### src/hdl/press_count_pkg.sv
package press_count_pkg;

    //////////////////////////////
    // Display geometry
    //////////////////////////////
    localparam int NUM_DIGITS  = 8;
    localparam int DIGIT_W     = 4;
    localparam int SEG_W       = 7;
    localparam int DIGIT_SEL_W = $clog2(NUM_DIGITS);

    // Largest decimal digit value
    localparam logic [DIGIT_W-1:0] DIGIT_MAX = 4'd9;

    // About 10 ms of stable level at 100 MHz
    localparam int PB_DELAY_DEFAULT = 1_000_000;
    // About 1 ms per digit at 100 MHz
    localparam int SCAN_DEFAULT     = 100_000;

    // Eight BCD digits, digit 0 is the least significant
    typedef logic [NUM_DIGITS-1:0][DIGIT_W-1:0] bcd_count_t;

    // Display pins, all active low
    typedef struct packed {
        logic [SEG_W-1:0]      segments;  // {CA, CB, CC, CD, CE, CF, CG}
        logic [NUM_DIGITS-1:0] anodos;    // {AN7 .. AN0}
    } seg_disp_t;

    // Digit value to active-low segment pattern
    function automatic logic [SEG_W-1:0] seg7_encode(input logic [DIGIT_W-1:0] value);
        case (value)
            4'h0: return 7'b0000001;
            4'h1: return 7'b1001111;
            4'h2: return 7'b0010010;
            4'h3: return 7'b0000110;
            4'h4: return 7'b1001100;
            4'h5: return 7'b0100100;
            4'h6: return 7'b0100000;
            4'h7: return 7'b0001111;
            4'h8: return 7'b0000000;
            4'h9: return 7'b0000100;
            // Hex letters, not reached by the BCD counter
            4'ha: return 7'b0001000;
            4'hb: return 7'b1100000;
            4'hc: return 7'b0110001;
            4'hd: return 7'b1000010;
            4'he: return 7'b0110000;
            default: return 7'b0111000;
        endcase
    endfunction

endpackage

### src/hdl/pb_debouncer.sv
`timescale 1ns/1ns

module pb_debouncer #(
    parameter int PB_DELAY = press_count_pkg::PB_DELAY_DEFAULT
) (
    input  logic clock,
    input  logic rst,
    input  logic btn,
    output logic press
);

    // Two-flop synchronizer stages
    logic [1:0] sync_q;
    logic       btn_sync;

    // Accepted button level and its copy one cycle back
    logic stable;
    logic stable_prev;

    // Cycles the input has disagreed with the stable level
    logic [$clog2(PB_DELAY+1)-1:0] hold_cnt;
    logic                          differ;
    logic                          hold_done;

    //////////////////////////////
    // Synchronizer
    //////////////////////////////
    always_ff @(posedge clock) begin
        if (rst) begin
            sync_q <= '0;
        end else begin
            sync_q <= {sync_q[0], btn};
        end
    end

    assign btn_sync = sync_q[1];

    //////////////////////////////
    // Stability filter
    //////////////////////////////
    assign differ    = (btn_sync != stable);
    // Last disagreeing cycle of the window
    assign hold_done = (hold_cnt == $bits(hold_cnt)'(PB_DELAY - 1));

    always_ff @(posedge clock) begin
        if (rst) begin
            hold_cnt <= '0;
            stable   <= 1'b0;
        end else if (!differ) begin
            // Bounce back to the old level restarts the window
            hold_cnt <= '0;
        end else if (hold_done) begin
            // New level held long enough
            stable   <= btn_sync;
            hold_cnt <= '0;
        end else begin
            hold_cnt <= hold_cnt + 1'b1;
        end
    end

    //////////////////////////////
    // Rising edge pulse
    //////////////////////////////
    always_ff @(posedge clock) begin
        if (rst) begin
            stable_prev <= 1'b0;
            press       <= 1'b0;
        end else begin
            stable_prev <= stable;
            // Only 0 to 1 transitions count as a press
            press       <= stable & ~stable_prev;
        end
    end

endmodule

### src/hdl/bcd_press_counter.sv
`timescale 1ns/1ns

module bcd_press_counter (
    input  logic                        clock,
    input  logic                        rst,
    input  logic                        count_clr,
    input  logic                        press,
    output press_count_pkg::bcd_count_t count
);

    // Increment request arriving at each digit
    logic [press_count_pkg::NUM_DIGITS-1:0] carry;
    // Digit currently at nine
    logic [press_count_pkg::NUM_DIGITS-1:0] at_nine;

    press_count_pkg::bcd_count_t count_nxt;

    //////////////////////////////
    // Ripple carry between digits
    //////////////////////////////
    assign carry[0] = press;

    for (genvar i = 0; i < press_count_pkg::NUM_DIGITS; i++) begin : g_digit

        assign at_nine[i] = (count[i] == press_count_pkg::DIGIT_MAX);

        // Carry from the digit below
        if (i > 0) begin : g_carry
            assign carry[i] = carry[i-1] & at_nine[i-1];
        end

        always_comb begin
            if (!carry[i]) begin
                count_nxt[i] = count[i];
            end else if (at_nine[i]) begin
                // Nine rolls to zero, carry goes up
                count_nxt[i] = '0;
            end else begin
                count_nxt[i] = count[i] + 1'b1;
            end
        end

    end

    //////////////////////////////
    // Count register
    //////////////////////////////
    // Top digit at nine simply rolls over, so 99999999 wraps to 0
    always_ff @(posedge clock) begin
        if (rst || count_clr) begin
            // Held clear also drops any press
            count <= '0;
        end else begin
            count <= count_nxt;
        end
    end

endmodule

### src/hdl/seg7_scanner.sv
`timescale 1ns/1ns

module seg7_scanner #(
    parameter int DISPLAY_COUNTER = press_count_pkg::SCAN_DEFAULT
) (
    input  logic                        clock,
    input  logic                        rst,
    input  press_count_pkg::bcd_count_t count,
    output press_count_pkg::seg_disp_t  disp
);

    // Refresh divider
    logic [$clog2(DISPLAY_COUNTER+1)-1:0] refresh_cnt;
    logic                                 tick;

    // Selected digit, now and after this edge
    logic [press_count_pkg::DIGIT_SEL_W-1:0] digit_sel;
    logic [press_count_pkg::DIGIT_SEL_W-1:0] digit_sel_nxt;

    // Value and pins of the digit about to be shown
    logic [press_count_pkg::DIGIT_W-1:0]    digit_val;
    logic [press_count_pkg::NUM_DIGITS-1:0] anode_n;
    press_count_pkg::seg_disp_t             disp_nxt;

    //////////////////////////////
    // Refresh divider
    //////////////////////////////
    // One tick per DISPLAY_COUNTER cycles
    assign tick = (refresh_cnt == $bits(refresh_cnt)'(DISPLAY_COUNTER - 1));

    always_ff @(posedge clock) begin
        if (rst) begin
            refresh_cnt <= '0;
        end else if (tick) begin
            refresh_cnt <= '0;
        end else begin
            refresh_cnt <= refresh_cnt + 1'b1;
        end
    end

    //////////////////////////////
    // Digit select
    //////////////////////////////
    // Index wraps naturally from 7 back to 0
    assign digit_sel_nxt = tick ? digit_sel + 1'b1 : digit_sel;

    always_ff @(posedge clock) begin
        if (rst) begin
            digit_sel <= '0;
        end else begin
            digit_sel <= digit_sel_nxt;
        end
    end

    //////////////////////////////
    // Digit mux and encoding
    //////////////////////////////
    // Look ahead to the next index so pins and index move on the same edge
    assign digit_val = count[digit_sel_nxt];

    always_comb begin
        // One-hot zero anode for the selected digit
        anode_n                = '1;
        anode_n[digit_sel_nxt] = 1'b0;
    end

    always_comb begin
        disp_nxt.segments = press_count_pkg::seg7_encode(digit_val);
        disp_nxt.anodos   = anode_n;
    end

    //////////////////////////////
    // Output register
    //////////////////////////////
    always_ff @(posedge clock) begin
        if (rst) begin
            // Digit 0 showing a zero
            disp.segments <= press_count_pkg::seg7_encode('0);
            disp.anodos   <= {{(press_count_pkg::NUM_DIGITS-1){1'b1}}, 1'b0};
        end else begin
            // Segments and anode always change together
            disp <= disp_nxt;
        end
    end

endmodule

### src/hdl/press_counter_top.sv
`timescale 1ns/1ns

module press_counter_top #(
    parameter int PB_DELAY        = press_count_pkg::PB_DELAY_DEFAULT,
    parameter int DISPLAY_COUNTER = press_count_pkg::SCAN_DEFAULT
) (
    input  logic                                clock,
    input  logic                                rst,
    input  logic                                btn,
    input  logic                                count_clr,
    output logic [press_count_pkg::SEG_W-1:0]      segments,
    output logic [press_count_pkg::NUM_DIGITS-1:0] anodos
);

    // One-cycle press strobe
    logic press;
    // Eight BCD digits
    press_count_pkg::bcd_count_t count;
    // Registered display pins
    press_count_pkg::seg_disp_t  disp;

    // Button cleanup
    pb_debouncer #(
        .PB_DELAY(PB_DELAY)
    ) u_debouncer (
        .clock(clock),
        .rst  (rst),
        .btn  (btn),
        .press(press)
    );

    // Decimal press count
    bcd_press_counter u_counter (
        .clock    (clock),
        .rst      (rst),
        .count_clr(count_clr),
        .press    (press),
        .count    (count)
    );

    // Multiplexed display drive
    seg7_scanner #(
        .DISPLAY_COUNTER(DISPLAY_COUNTER)
    ) u_scanner (
        .clock(clock),
        .rst  (rst),
        .count(count),
        .disp (disp)
    );

    // Split the display struct onto the pins
    assign segments = disp.segments;
    assign anodos   = disp.anodos;

endmodule

### config.mk
export PLATFORM = sky130hd
export DESIGN_NAME = press_counter_top
export DESIGN_NICKNAME = d
export VERILOG_FILES = /design/src/hdl/press_count_pkg.sv /design/src/hdl/pb_debouncer.sv /design/src/hdl/bcd_press_counter.sv /design/src/hdl/seg7_scanner.sv /design/src/hdl/press_counter_top.sv
export SDC_FILE = /design/constraint.sdc
export NUM_CORES = 1
export LEC_CHECK = 0
export BUFFER_PORTS_ARGS = -buffer_cell sky130_fd_sc_hd__buf_4
export CAP_MARGIN = 20
export CORE_UTILIZATION = 55
export CTS_CLUSTER_SIZE = 14
export DETAILED_ROUTE_END_ITERATION = 7
export GPL_ROUTABILITY_DRIVEN = 0
export MAX_ROUTING_LAYER = met4
export PLACE_DENSITY = 0.74
export SLEW_MARGIN = 20
export SYNTH_ARGS = -nofsm -noshare
export SYNTH_HDL_FRONTEND = slang
export SYNTH_HIERARCHICAL = 1
export SYNTH_SLANG_ARGS = --single-unit
### constraint.sdc
create_clock -name clock -period 5.7 [get_ports clock]
set_clock_uncertainty 0.1 [all_clocks]
set_input_delay 0.285 -clock clock [delete_from_list [all_inputs] [get_ports clock]]
set_output_delay 0.285 -clock clock [all_outputs]
set_load 0.1 [all_outputs]
==> qor.yml <==
yosysUniqueCellTypes: 71
timing.fmax_ghz: 0.253
wl_mm: 11.0
clockRootBuffer: "clkbuf_8"
start_util: 0.571
post_cts_buffers: 0
syn2layout_area_growth_pct: 8.10
drtIter0Drc: 213
worst-path-buf-inv: 1
synth_seq_area_share: 0.368
die_x_microns: 97.4
crit_fanout: 15
postSynthAreaPerCell_sq_um: 8.77
htreeDepth: 3
slew_headroom: 0.533
hold_viol_final: 0
synth-edff-count: 0
routed_via_density: 6.16
grt_usage: 0.246
cts_hold_buf: 0
core_sq_um: 8760
cts.sinks: 92
clkTransAtPathRegs_ns: 0.09
criticalPathCategory: "reg2reg"
yosys-top-cells-area: "dfxtp_1 (37%), nor2_1 (4.1%), xor2_1 (3.7%)"
final_layout_size_suffix_gt1_frac: 0.121
comb_power_share: 0.017
drv_cap: 0
ys_seq_elements: 92
cp.required_ns: 5.85
p_per_area_nw_per_um2: 215
clock_path_buffers: 2
fillerInstances: 748
fin_hold_ws_ns: 0.0200
rows: 34
max_stage_delay_ns: 0.73
status: "finished clean"
total_leakage_power_nw: 1.88
drv_slew: 0
clk_latency_ns: 0.37
slowest_stage: "dfxtp_1"
first_pass_iters: 7
dieArea_sq_um: 9490
diodes: 0
arrival_ns: 4.10
rsz0062_at_grt: "no"
min_period_ns: 3.95
dpl.hpwl_mm: 7.70
grt_pass1_vias: 4116
switching_power_w: 0.000252
antenna_found_initial: 0
vdd_ir_drop_max_mv: 0.161
power_w: 0.00116
synth_nets: 584
period_share: 0.693
port_buffers: 18
cts_resized: 0
drc: 0
hold_class: "in2reg"
synth_top_area_frac: 0.368
ys.flop_type: "dfxtp_1"
cp_top_family: "multiplexers"
cp_common_cell: "ha_1"
path_cells: "ha_1 > mux2i_1 > nor2_1 > mux4_2 > a31oi_1 > a2bb2oi_1 > inv_1 > ha_1 > mux2_4 > a221o_1"
grt_overflow_total: 0
cp-start-kind: "flop"
fin_nets: 596
synth_area_sq_um: 5010
setup_viol: 0
grt_pass1_wl_mm: 18.8
ioPinCount: 19
grt_max_degree: 29
fin_setup_tns_ns: 0
intPower_w: 0.000912
avgRoutedWirePerCell_microns: 15.8
syn_inst: 571
yosysWarnings: 6
die_y_microns: 97.4
worstMarginPinSlew_ns: 0.698
pwr-share-clk: 0.427
synth_top_area_cell: "dfxtp_1"
seq_power_share: 0.556
cp-end-kind: "flop"
swShare: 0.216
cts_tree: "yes"
synthArstFlopShare: 0
vias: 4284
cts_made_buffers: 9
ant_nets: 0
Yosys cell counts, types with 4 or more instances:
library cell and number:
nor2b_1 21, mux2_2 8, o21ai_0 23, ha_1 9, nand3_1 23, nor3_1 15
or4_1 9, nor2_1 55, xnor2_1 12, a31oi_1 5, and3_1 7, or4b_1 4
and2_1 6, xor2_1 21, mux2i_1 17, buf_2 6, a21oi_1 33, nand2_1 39
nand2b_1 10, nand4_1 14, o31ai_1 14, dfxtp_1 92, o22ai_1 5, nand4b_1 4
or3_1 15, inv_1 16, nor4_1 4, clkbuf_1 8
layer usage:
metal	part of all wire	track usage	wire [microns]
met5	0	-	0
met3	0.043	0.0417	477
met2	0.48	0.401	5290
met4	0.019	0.0950	213
met1	0.46	0.306	5040
cell families after synthesis:
family,synth area share
muxes,0.0625
adders and majority gates,0.0225
buffers and inverters,0.0330
and+or+nand+nor,0.316
AOI/OAI and AO/OA,0.137
xor gates and xnor gates,0.0610
DFF,0.368
power by group through the flow:
stage	Clock (W)	Combinational, W	Sequential (W)
2_1_floorplan	0	0.0000129	0.000662
3_3_place_gp	0	0.0000193	0.000662
3_5_place_dp	0	0.0000198	0.000662
4_1_cts	0.000509	0.0000199	0.000647
5_1_grt	0.000529	0.0000220	0.000648
6_report	0.000497	0.0000197	0.000647
cells in the final DEF (no fill, tap or decap), types with 4 or more instances in the layout:
| cell | count |
|---|---|
| o31ai_1 | 14 |
| xnor2_1 | 12 |
| o21ai_0 | 23 |
| and3_1 | 7 |
| inv_1 | 16 |
| mux2i_1 | 17 |
| a21oi_1 | 33 |
| nand4b_1 | 4 |
| clkbuf_8 | 10 |
| and2_1 | 6 |
| nor2b_1 | 21 |
| or4_1 | 9 |
| nor4_1 | 4 |
| dfxtp_1 | 92 |
| buf_4 | 20 |
| nand3_1 | 23 |
| a31oi_1 | 5 |
| o22ai_1 | 5 |
| xor2_1 | 21 |
| nand2b_1 | 10 |
| or3_1 | 15 |
| nor2_1 | 55 |
| or4b_1 | 4 |
| nand2_1 | 39 |
| nand4_1 | 14 |
| mux2_2 | 8 |
| ha_1 | 9 |
| nor3_1 | 15 |
metrics by stage:
step	setup slack [ns]	area (sq um)	util	cells
after global routing	1.51	5410	0.618	696
after floorplan	2.23	5010	-	571
after global placement	2.01	5190	0.592	680
after detailed placement	1.79	5190	0.592	680
final	1.75	5410	0.618	696
after CTS	1.76	5410	0.618	696
final timing paths:
path	slack, ns	startpoint	cells past startpoint	to
worst max-delay path	1.75	u_scanner/digit_sel[0]	10	u_scanner/disp[8]
worst min-delay path	0.02	btn	2	u_debouncer/sync_q[0]
worst max register to register	1.75	u_scanner/digit_sel[0]	10	u_scanner/disp[8]
worst min register to register	0.30	u_debouncer/stable_prev	1	u_debouncer/press
sequential cells by signal, summed over array words and instances, names as in the netlist:
signal                   count
u_scanner/digit_sel          3
u_debouncer/sync_q           2
u_debouncer/stable           1
u_debouncer/stable_prev      1
u_debouncer/hold_cnt        20
u_debouncer/press            1
u_counter/count             32
u_scanner/disp              15
u_scanner/refresh_cnt       17
final cells by class:
cell class	count	area [sq um]	share of cell area
Clock buffer	11	141	0.0261
Clock inverter	5	83.8	0.0155
Inverter	16	60.1	0.0111
Multi-Input combinational cell	444	3000	0.554
Sequential cell	92	1840	0.340
Tap cell	108	135	0.0250
Timing Repair Buffer	20	150	0.0277
(Power assumes the default switching activity.)
